## src/verilog/pipeCtrl_params.svh

```systemverilog
// Width, latency and run-length macros shared by the pipeline control design
// and its testbench
`ifndef PIPECTRL_PARAMS_SVH
`define PIPECTRL_PARAMS_SVH

////////////////////
// Widths
////////////////////

// Bits in a program index, which also bounds the program length
`define PC_W 10

// Bits in a register number
`define REG_W 5

////////////////////
// Timing
////////////////////

// Extra cycles that a divide holds the Execute stage
`define DIV_CYCLES 4

// Program instructions run by the testbench, unused by the RTL
`define RUN_LENGTH 400

`endif

```

## src/verilog/pipeTypes.sv

```systemverilog
// Package with the index and register typedefs, the instruction kind enum
// and the packed structs that travel between the pipeline blocks
`default_nettype none
`include "pipeCtrl_params.svh"

package pipeTypesPkg;

  // Program index, one step per instruction
  typedef logic [`PC_W-1:0] pcT;

  // Architectural register number, register 0 never carries a dependency
  typedef logic [`REG_W-1:0] regT;

  // What an instruction does to the control flow
  // Only loads, divides, wrong branches, CSR writes and traps
  // change the flow of the pipeline, every other kind is an ALU op
  typedef enum logic [2:0] {
    kAlu,
    kLoad,
    kDiv,
    kBranchWrong,
    kCsrWrite,
    kTrap
  } kindT;

  // Instruction descriptor, one 24-bit word
  // A descriptor with valid low is a bubble
  typedef struct packed {
    logic valid;
    pcT   pc;
    kindT kind;
    regT  rd;
    regT  rs1;
  } instrT;

  // Request to restart fetch at target
  typedef struct packed {
    logic valid;
    pcT   target;
  } redirectT;

  // One stall level per stage, Fetch first
  typedef struct packed {
    logic f;
    logic d;
    logic e;
    logic m;
    logic w;
  } stallT;

  // One flush strobe per stage after Fetch
  typedef struct packed {
    logic d;
    logic e;
    logic m;
    logic w;
  } flushT;

endpackage

`default_nettype wire

```

## src/verilog/fetchUnit.sv

```systemverilog
// Fetch unit with the program counter, the Fetch stage register and
// redirect handling
`timescale 1ns/100ps
`default_nettype none

module fetchUnit (
  input  logic                   clk,
  input  logic                   reset,
  input  pipeTypesPkg::stallT    stall,
  input  pipeTypesPkg::flushT    flush,
  input  pipeTypesPkg::redirectT redirect,
  input  pipeTypesPkg::instrT    imemInstr,
  output pipeTypesPkg::pcT       fetchPc,
  output pipeTypesPkg::instrT    instrF
);

  import pipeTypesPkg::*;

  // Empty descriptor loaded in place of a squashed fetch
  localparam instrT Bubble = '0;

  ////////////////////
  // Program counter
  ////////////////////

  // A redirect wins over the sequential step
  // While the pipeline is stalled the redirect keeps reloading the same
  // target, since the instruction that raised it is held as well
  // Without a redirect the PC only steps when Fetch is free to move
  always_ff @(posedge clk) begin
    if (reset) begin
      fetchPc <= '0;
    end else if (redirect.valid) begin
      fetchPc <= redirect.target;
    end else if (!stall.f) begin
      fetchPc <= fetchPc + 1'b1;
    end
  end

  ////////////////////
  // Fetch register
  ////////////////////

  // The memory answers for the current PC within the cycle
  // On a Decode flush the word in flight belongs to the wrong path, so a
  // bubble is captured and Decode never sees it
  always_ff @(posedge clk) begin
    if (reset) begin
      instrF.valid <= 1'b0;
    end else if (!stall.f) begin
      instrF <= flush.d ? Bubble : imemInstr;
    end
  end

  // The PC may only move under a stall when a redirect forces it
  pcHoldOnStall: assert property (@(posedge clk) disable iff (reset)
    stall.f && !redirect.valid |=> $stable(fetchPc))
    else $error("PC moved while Fetch was stalled");

  // Every redirect must come with a Decode flush, otherwise the wrong-path
  // word captured here would reach Decode
  redirectFlushesDecode: assert property (@(posedge clk) disable iff (reset)
    redirect.valid |-> flush.d)
    else $error("Redirect without a Decode flush");

endmodule

`default_nettype wire

```

## src/verilog/hazard.sv

```systemverilog
// Combinational stall and flush unit for the five-stage pipeline
`timescale 1ns/100ps
`default_nettype none

module hazard (
  input  logic                bpWrongE,
  input  logic                csrWriteFenceM,
  input  logic                trapM,
  input  logic                loadUseStallD,
  input  logic                divBusyE,
  input  logic                lsuStallM,
  input  logic                ifuStallF,
  input  logic                externalStall,
  output pipeTypesPkg::stallT stall,
  output pipeTypesPkg::flushT flush
);

  logic flushDCause, flushECause, flushMCause, flushWCause;
  logic stallDCause, stallECause, stallWCause;
  logic stallF, stallD, stallE, stallM, stallW;
  logic latestUnstalledE, latestUnstalledM;

  ////////////////////
  // Flush causes
  ////////////////////

  // A trap kills everything behind it, itself included on its way into W
  // A CSR write retires but everything younger is refetched
  // A wrong branch kills the two younger instructions, but a divide still
  // busy in Execute must not be thrown away
  assign flushDCause = trapM | csrWriteFenceM | bpWrongE;
  assign flushECause = trapM | csrWriteFenceM | (bpWrongE & ~divBusyE);
  assign flushMCause = trapM | csrWriteFenceM;
  assign flushWCause = trapM;

  ////////////////////
  // Stall causes
  ////////////////////

  // A flush beats a stall in the same stage, so each cause is gated here
  // Instruction and data memory waits freeze the whole pipeline
  // An instruction memory wait is moot when Decode is being flushed anyway
  assign stallDCause = loadUseStallD & ~flushDCause;
  assign stallECause = divBusyE & ~flushECause;
  assign stallWCause = (ifuStallF & ~flushDCause) | (lsuStallM & ~flushWCause) |
                       externalStall;

  // A stage stalls for its own cause or when the stage after it stalls
  // Fetch and Memory have no causes of their own
  assign stallW = stallWCause;
  assign stallM = stallW;
  assign stallE = stallECause | stallM;
  assign stallD = stallDCause | stallE;
  assign stallF = stallD;

  // The first stage behind a stalled one takes a bubble
  // Decode and Writeback can never be in that position since Fetch and
  // Memory always stall together with their successor
  assign latestUnstalledE = ~stallE & stallD;
  assign latestUnstalledM = ~stallM & stallE;

  assign stall = '{f: stallF, d: stallD, e: stallE, m: stallM, w: stallW};
  assign flush = '{d: flushDCause,
                   e: latestUnstalledE | flushECause,
                   m: latestUnstalledM | flushMCause,
                   w: flushWCause};

endmodule

`default_nettype wire

```

## src/verilog/pipeStages.sv

```systemverilog
// Decode, Execute, Memory and Writeback stage registers with the load-use
// detector, the divide busy counter and the redirect selection
`timescale 1ns/100ps
`default_nettype none
`include "pipeCtrl_params.svh"

module pipeStages (
  input  logic                   clk,
  input  logic                   reset,
  input  pipeTypesPkg::instrT    instrF,
  input  pipeTypesPkg::stallT    stall,
  input  pipeTypesPkg::flushT    flush,
  input  logic                   dmemStall,
  output logic                   bpWrongE,
  output logic                   csrWriteFenceM,
  output logic                   trapM,
  output logic                   loadUseStallD,
  output logic                   divBusyE,
  output logic                   lsuStallM,
  output pipeTypesPkg::redirectT redirect,
  output pipeTypesPkg::instrT    instrW
);

  import pipeTypesPkg::*;

  // Counter wide enough to hold the full divide latency
  localparam int DivCountW = $clog2(`DIV_CYCLES + 1);
  localparam logic [DivCountW-1:0] DivCycles = DivCountW'(`DIV_CYCLES);

  localparam instrT Bubble = '0;

  instrT                instrD, instrE, instrM;
  logic [DivCountW-1:0] divCount;
  logic                 divEntersE;

  ////////////////////
  // Stage registers
  ////////////////////

  // Each register moves when its stage is not stalled and takes a bubble
  // when its stage flushes
  // A flush raised under a stall waits here, which is safe because the
  // instruction that raised it is held in place as well
  always_ff @(posedge clk) begin
    if (reset) begin
      instrD.valid <= 1'b0;
      instrE.valid <= 1'b0;
      instrM.valid <= 1'b0;
      instrW.valid <= 1'b0;
    end else begin
      if (!stall.d) begin
        instrD <= flush.d ? Bubble : instrF;
      end
      if (!stall.e) begin
        instrE <= flush.e ? Bubble : instrD;
      end
      if (!stall.m) begin
        instrM <= flush.m ? Bubble : instrE;
      end
      // A trap in Memory flushes W here, so it arrives as a bubble
      if (!stall.w) begin
        instrW <= flush.w ? Bubble : instrM;
      end
    end
  end

  ////////////////////
  // Decode hazards
  ////////////////////

  // The load result is not ready before Memory, so a consumer right behind
  // it waits one cycle while a bubble goes into Execute
  assign loadUseStallD = instrD.valid && instrE.valid && instrE.kind == kLoad &&
                         instrE.rd != '0 && instrE.rd == instrD.rs1;

  ////////////////////
  // Divider
  ////////////////////

  // A divide that really enters Execute starts the count
  assign divEntersE = !stall.e && !flush.e && instrD.valid && instrD.kind == kDiv;

  // The count keeps running under a pipeline stall and restarts with every
  // new Execute instruction, so a flushed divide leaves nothing behind
  always_ff @(posedge clk) begin
    if (reset) begin
      divCount <= '0;
    end else if (!stall.e) begin
      divCount <= divEntersE ? DivCycles : '0;
    end else if (divCount != '0) begin
      divCount <= divCount - 1'b1;
    end
  end

  assign divBusyE = instrE.valid && instrE.kind == kDiv && divCount != '0;

  ////////////////////
  // Redirect causes
  ////////////////////

  assign bpWrongE       = instrE.valid && instrE.kind == kBranchWrong;
  assign csrWriteFenceM = instrM.valid && instrM.kind == kCsrWrite;
  assign trapM          = instrM.valid && instrM.kind == kTrap;

  // Data memory waits matter only for a load sitting in Memory
  assign lsuStallM = instrM.valid && instrM.kind == kLoad && dmemStall;

  // The older instruction in Memory wins over a branch in Execute, which
  // it flushes anyway
  // Both restart at the instruction right after the one that redirects
  always_comb begin
    redirect.valid = trapM | csrWriteFenceM | bpWrongE;
    if (trapM | csrWriteFenceM) begin
      redirect.target = instrM.pc + 1'b1;
    end else begin
      redirect.target = instrE.pc + 1'b1;
    end
  end

  divCountRange: assert property (@(posedge clk) disable iff (reset)
    divCount <= DivCycles)
    else $error("Divide counter beyond its latency");

endmodule

`default_nettype wire

```

## src/verilog/retireUnit.sv

```systemverilog
// Retire unit with the registered retire strobe and the retired-instruction
// counter
`timescale 1ns/100ps
`default_nettype none

module retireUnit (
  input  logic                clk,
  input  logic                reset,
  input  pipeTypesPkg::instrT instrW,
  input  logic                stallW,
  input  logic                flushW,
  output logic                retire,
  output pipeTypesPkg::instrT retireInstr,
  output logic [31:0]         instret
);

  logic retireW;

  // The instruction in Writeback completes when the stage moves on
  // A Writeback flush only empties the register behind it, so the
  // instruction already there still completes
  assign retireW = instrW.valid & ~stallW;

  // Strobe and counter go out of flops, one cycle after Writeback
  always_ff @(posedge clk) begin
    if (reset) begin
      retire  <= 1'b0;
      instret <= '0;
    end else begin
      retire <= retireW;
      if (retireW) begin
        instret <= instret + 32'd1;
      end
    end
  end

  // Holds the last retired instruction between strobes
  always_ff @(posedge clk) begin
    if (retireW) begin
      retireInstr <= instrW;
    end
  end

  // Program order on the way out
  retireInOrder: assert property (@(posedge clk) disable iff (reset)
    retireW && instret != '0 |-> instrW.pc > retireInstr.pc)
    else $error("Instruction retired out of program order");

  // A flushed Writeback must hold a bubble next, this keeps traps from retiring
  flushEmptiesW: assert property (@(posedge clk) disable iff (reset)
    flushW && !stallW |=> !instrW.valid)
    else $error("Writeback not emptied after its flush");

endmodule

`default_nettype wire

```

## src/verilog/pipeCtrl.sv

```systemverilog
// Top level of the pipeline control with the fetch unit, the stage
// registers, the hazard unit and the retire unit
`timescale 1ns/100ps
`default_nettype none

module pipeCtrl (
  input  logic                clk,
  input  logic                reset,
  input  pipeTypesPkg::instrT imemInstr,
  input  logic                imemStall,
  input  logic                dmemStall,
  input  logic                externalStall,
  output pipeTypesPkg::pcT    fetchPc,
  output logic                retire,
  output pipeTypesPkg::instrT retireInstr,
  output logic [31:0]         instret,
  output pipeTypesPkg::stallT stall,
  output pipeTypesPkg::flushT flush
);

  import pipeTypesPkg::*;

  instrT    instrF, instrW;
  redirectT redirect;

  // Hazard causes from the stage registers
  logic bpWrongE, csrWriteFenceM, trapM;
  logic loadUseStallD, divBusyE, lsuStallM;

  fetchUnit i_fetch (
    .clk(clk), .reset(reset), .stall(stall), .flush(flush),
    .redirect(redirect), .imemInstr(imemInstr),
    .fetchPc(fetchPc), .instrF(instrF)
  );

  pipeStages i_stages (
    .clk(clk), .reset(reset), .instrF(instrF), .stall(stall), .flush(flush),
    .dmemStall(dmemStall), .bpWrongE(bpWrongE), .csrWriteFenceM(csrWriteFenceM),
    .trapM(trapM), .loadUseStallD(loadUseStallD), .divBusyE(divBusyE),
    .lsuStallM(lsuStallM), .redirect(redirect), .instrW(instrW)
  );

  // Instruction memory waits arrive here as the Fetch stall cause
  hazard i_hazard (
    .bpWrongE(bpWrongE), .csrWriteFenceM(csrWriteFenceM), .trapM(trapM),
    .loadUseStallD(loadUseStallD), .divBusyE(divBusyE), .lsuStallM(lsuStallM),
    .ifuStallF(imemStall), .externalStall(externalStall),
    .stall(stall), .flush(flush)
  );

  // Retire shows up one cycle after the instruction completes in Writeback
  retireUnit i_retire (
    .clk(clk), .reset(reset), .instrW(instrW), .stallW(stall.w), .flushW(flush.w),
    .retire(retire), .retireInstr(retireInstr), .instret(instret)
  );

endmodule

`default_nettype wire

```

## config.mk

```make
export PLATFORM = sky130hd
export DESIGN_NAME = pipeCtrl
export DESIGN_NICKNAME = d
export VERILOG_FILES = /design/src/verilog/pipeTypes.sv /design/src/verilog/fetchUnit.sv /design/src/verilog/hazard.sv /design/src/verilog/pipeStages.sv /design/src/verilog/retireUnit.sv /design/src/verilog/pipeCtrl.sv
export VERILOG_INCLUDE_DIRS = /design/src /design/src/verilog
export SDC_FILE = /design/constraint.sdc
export NUM_CORES = 1
export LEC_CHECK = 0
export BUFFER_PORTS_ARGS = -buffer_cell sky130_fd_sc_hd__buf_2
export CORE_MARGIN = 3
export CORE_UTILIZATION = 23
export DETAILED_ROUTE_END_ITERATION = 8
export SYNTH_ARGS = -nofsm -noshare
export SYNTH_HDL_FRONTEND = slang
export SYNTH_SLANG_ARGS = --single-unit
```

## constraint.sdc

```tcl
create_clock -name clk -period 6.2 [get_ports clk]
set_input_delay 0.31 -clock clk [delete_from_list [all_inputs] [get_ports clk]]
set_output_delay 0.31 -clock clk [all_outputs]
set_load 0.02 [all_outputs]
```

==> impl_metrics.tcl <==
set metrics [dict create \
    hpwlAfterDp_mm 11.2 \
    synthCells 613 \
    synth_top_area_cell "edfxtp_1" \
    cts_sinks 190 \
    layout-drive-gt1-share 0.223 \
    pre_cts_slack_ps 2780 \
    crit_chain "nand4b_4 -> a32oi_1 -> o21a_2 -> o21ai_0 -> nor2_4" \
    ant_nets 0 \
    finalInstanceArea_sq_um 9340 \
    first_pass_iters 5 \
    totalPowerFinal_w 0.00262 \
    avgSynthCellArea_sq_um 12.7 \
    clk_path_buf_depth 2 \
    worst_ep_arrival_time_ps 3450 \
    clk_latency_ps 430 \
    place.gp.congestion 0.813 \
    yosys.area.top_type_share 0.536 \
    avgRoutedWirePerCell_microns 13.6 \
    yosysWarnings 0 \
    ioPinCount 105 \
    final.fill_count 3382 \
    hold_class "in2reg" \
    r2r_slack_ps 2800 \
    start_kind "flip-flop" \
    hold_viol_final 0 \
    num_vias 4674 \
    die_h_microns 190 \
    required_ps 6250 \
    cp_num_cells 5 \
    cts_setup_buffers 0 \
    yosys.area_share.simple 0.195 \
    min_path_cells 2 \
    synth_cell_types 51 \
    synth_compound_area_frac 0.0445 \
    r2r_cells 5 \
    core_sq_um 32900 \
    worst-setup-path-type "reg2reg" \
    synthAdderAreaFrac 0.00643 \
    grt_pass1_wl_mm 24.5 \
    wirelength_mm 15.7 \
    min_period_ps 3400 \
    timing.final.crit_share 0.549 \
    cp_top_family "simple AND/OR/NAND/NOR gates" \
    p_leak_nw 3.51 \
    die-area_sq_um 36100 \
    htreeDepth 4 \
    start_util 0.236 \
    finClkSkew_ps 12.0 \
    post_dp_cell_area_sq_um 8740 \
    drt-vias-per-instance 4.03 \
    fmax_mhz 294 \
    grt_usage 0.0877 \
    synth_top_flop_cell "edfxtp_1" \
    power_density_nw_per_um2 281 \
    fin_nets 737 \
    synth_xor_area_frac 0.0416 \
    tightest_slew_ps 1160 \
    io_buffers 104 \
    grt_max_degree 60 \
    drc_errors 0 \
    synth_edf_count 139 \
    antenna_found_initial 2 \
    grt_pass1_vias 4504 \
    clk_pin_slew_worst_paths_ps 70 \
    antenna_cells 0 \
    die_w_microns 190 \
    synth-seq-area-share 0.668 \
    grt_setup_unrepaired "false" \
    cts_root_buffer "clkbuf_16" \
    syn-cell-area_sq_um 7780 \
    synthTopCellsByArea "edfxtp_1 (54%), dfxtp_1 (13%), and2_1 (5.6%), and3_1 (4.3%), xor2_1 (3.5%)" \
    setup_violations 0 \
    path_buf_inv 0 \
    max_cap_violations 0 \
    cp_max_fo 59 \
    synth.area.mux_share 0.0159 \
    area_growth_pct 20.1 \
    max_stage_delay_ps 930 \
    critPathCaptureType "flip-flop" \
    fin_setup_tns_ps 0 \
    status "completed" \
    cts_resized 0 \
    fin_ws_ps 2800 \
    synth_nets 646 \
    grt-ovfl-total 0 \
    maxSlewHeadroom 0.225 \
    tritoncts "built" \
    first_iter_violations 338 \
    hold_buffers 0 \
    critPathSlowestCell "nor2_4" \
    fp-row-count 66 \
    ir_worst_vdd_mv 0.178 \
    cts_buffers 17 \
    synth_top_family_by_area "simple AND/OR/NAND/NOR gates" \
    slew_violations 0 \
    synth_seq_cells 190 \
    async_reset_ff_frac 0 \
]
[Yosys cell counts (5+ instances only)]
| library cell | number |
|---|---|
| inv_1 | 14 |
| and3_1 | 53 |
| xor2_1 | 31 |
| nand2_1 | 20 |
| o21ai_0 | 7 |
| and4_1 | 8 |
| clkbuf_1 | 26 |
| nand4_1 | 15 |
| a21oi_1 | 16 |
| xnor2_1 | 6 |
| buf_4 | 7 |
| mux2i_1 | 11 |
| nand3_1 | 20 |
| and2_1 | 70 |
| edfxtp_1 | 139 |
| nor3_1 | 5 |
| dfxtp_1 | 51 |
| nor2_1 | 62 |
[state kept, by name (all words and copies together) (netlist names)]
name and flops:
i_stages.instrE 24, i_retire.retireInstr 24, i_fetch.fetchPc 10, i_retire.retire 1, i_stages.instrD 24, i_fetch.instrF 24, i_stages.instrW 24, i_stages.instrM 24
i_stages.divCount 3, i_retire.instret 32
[final cells by class]
cell class | instances | area [sq um] | share of cell area
multi-input combinational | 372 | 2380 | 0.254
clock buffer | 17 | 425 | 0.0455
tap | 442 | 553 | 0.0592
inverter | 14 | 52.6 | 0.00562
sequential | 190 | 5190 | 0.556
clock inverter | 15 | 183 | 0.0196
timing repair buffer | 109 | 558 | 0.0597
[logic make-up (layout without fill, tap and decap cells)]
kind of cell	after synthesis	in the layout
AOI/OAI and AO/OA	48	48
xor gates and xnor gates	37	37
adders and majority gates	4	4
buffers and inverters	51	155
DFF	190	190
muxes	12	12
and+or+nand+nor	271	271
[routing by layer]
layer | vias up | GRT usage | part of all wire
li1 | 2381 | - | -
met1 | 2155 | 0.110 | 0.45
met2 | 107 | 0.138 | 0.46
met3 | 27 | 0.0269 | 0.065
met4 | 4 | 0.0415 | 0.029
met5 | - | 0 | 0.0013
[final timing paths]
kind / startpoint / to
max: i_stages.instrE[12] / i_stages.instrD[17]
min: imemInstr[16] / i_fetch.instrF[16]
max reg2reg: i_stages.instrE[12] / i_stages.instrD[17]
min reg2reg: i_stages.instrW[16] / i_retire.retireInstr[16]
[layout by cell type, fill, tap and decap left out, types with 4 or more instances in the layout]
cell / n
buf_2: 104
nand3_1: 20
clkbuf_16: 17
edfxtp_1: 139
buf_4: 5
nor2_1: 59
nand4_1: 15
a211oi_1: 4
inv_1: 14
nor3_1: 5
inv_8: 7
and2_1: 70
dfxtp_1: 51
ha_1: 4
and4_1: 8
a21oi_1: 16
and3_1: 53
or3_1: 4
mux2i_1: 11
xnor2_1: 6
xor2_1: 31
nand2_1: 20
o21ai_0: 7
[power breakdown]
part / switching, W / total, W / internal (W)
sequential: 0.0000123 / 0.00140 / 0.00138
clock: 0.000521 / 0.00111 / 0.000585
combinational: 0.0000749 / 0.000123 / 0.0000483
total: 0.000608 / 0.00262 / 0.00202
[through the flow]
stage / std cells / hold slack, ps / utilization
2_1_floorplan: 613 / 400 / -
3_3_place_gp: 1127 / 402 / 0.265
3_5_place_dp: 1127 / 405 / 0.265
4_1_cts: 1159 / 151 / 0.284
5_1_grt: 1159 / 156 / 0.284
6_report: 1159 / 170 / 0.284
No activity file was read; power rests on OpenSTA's default activity.
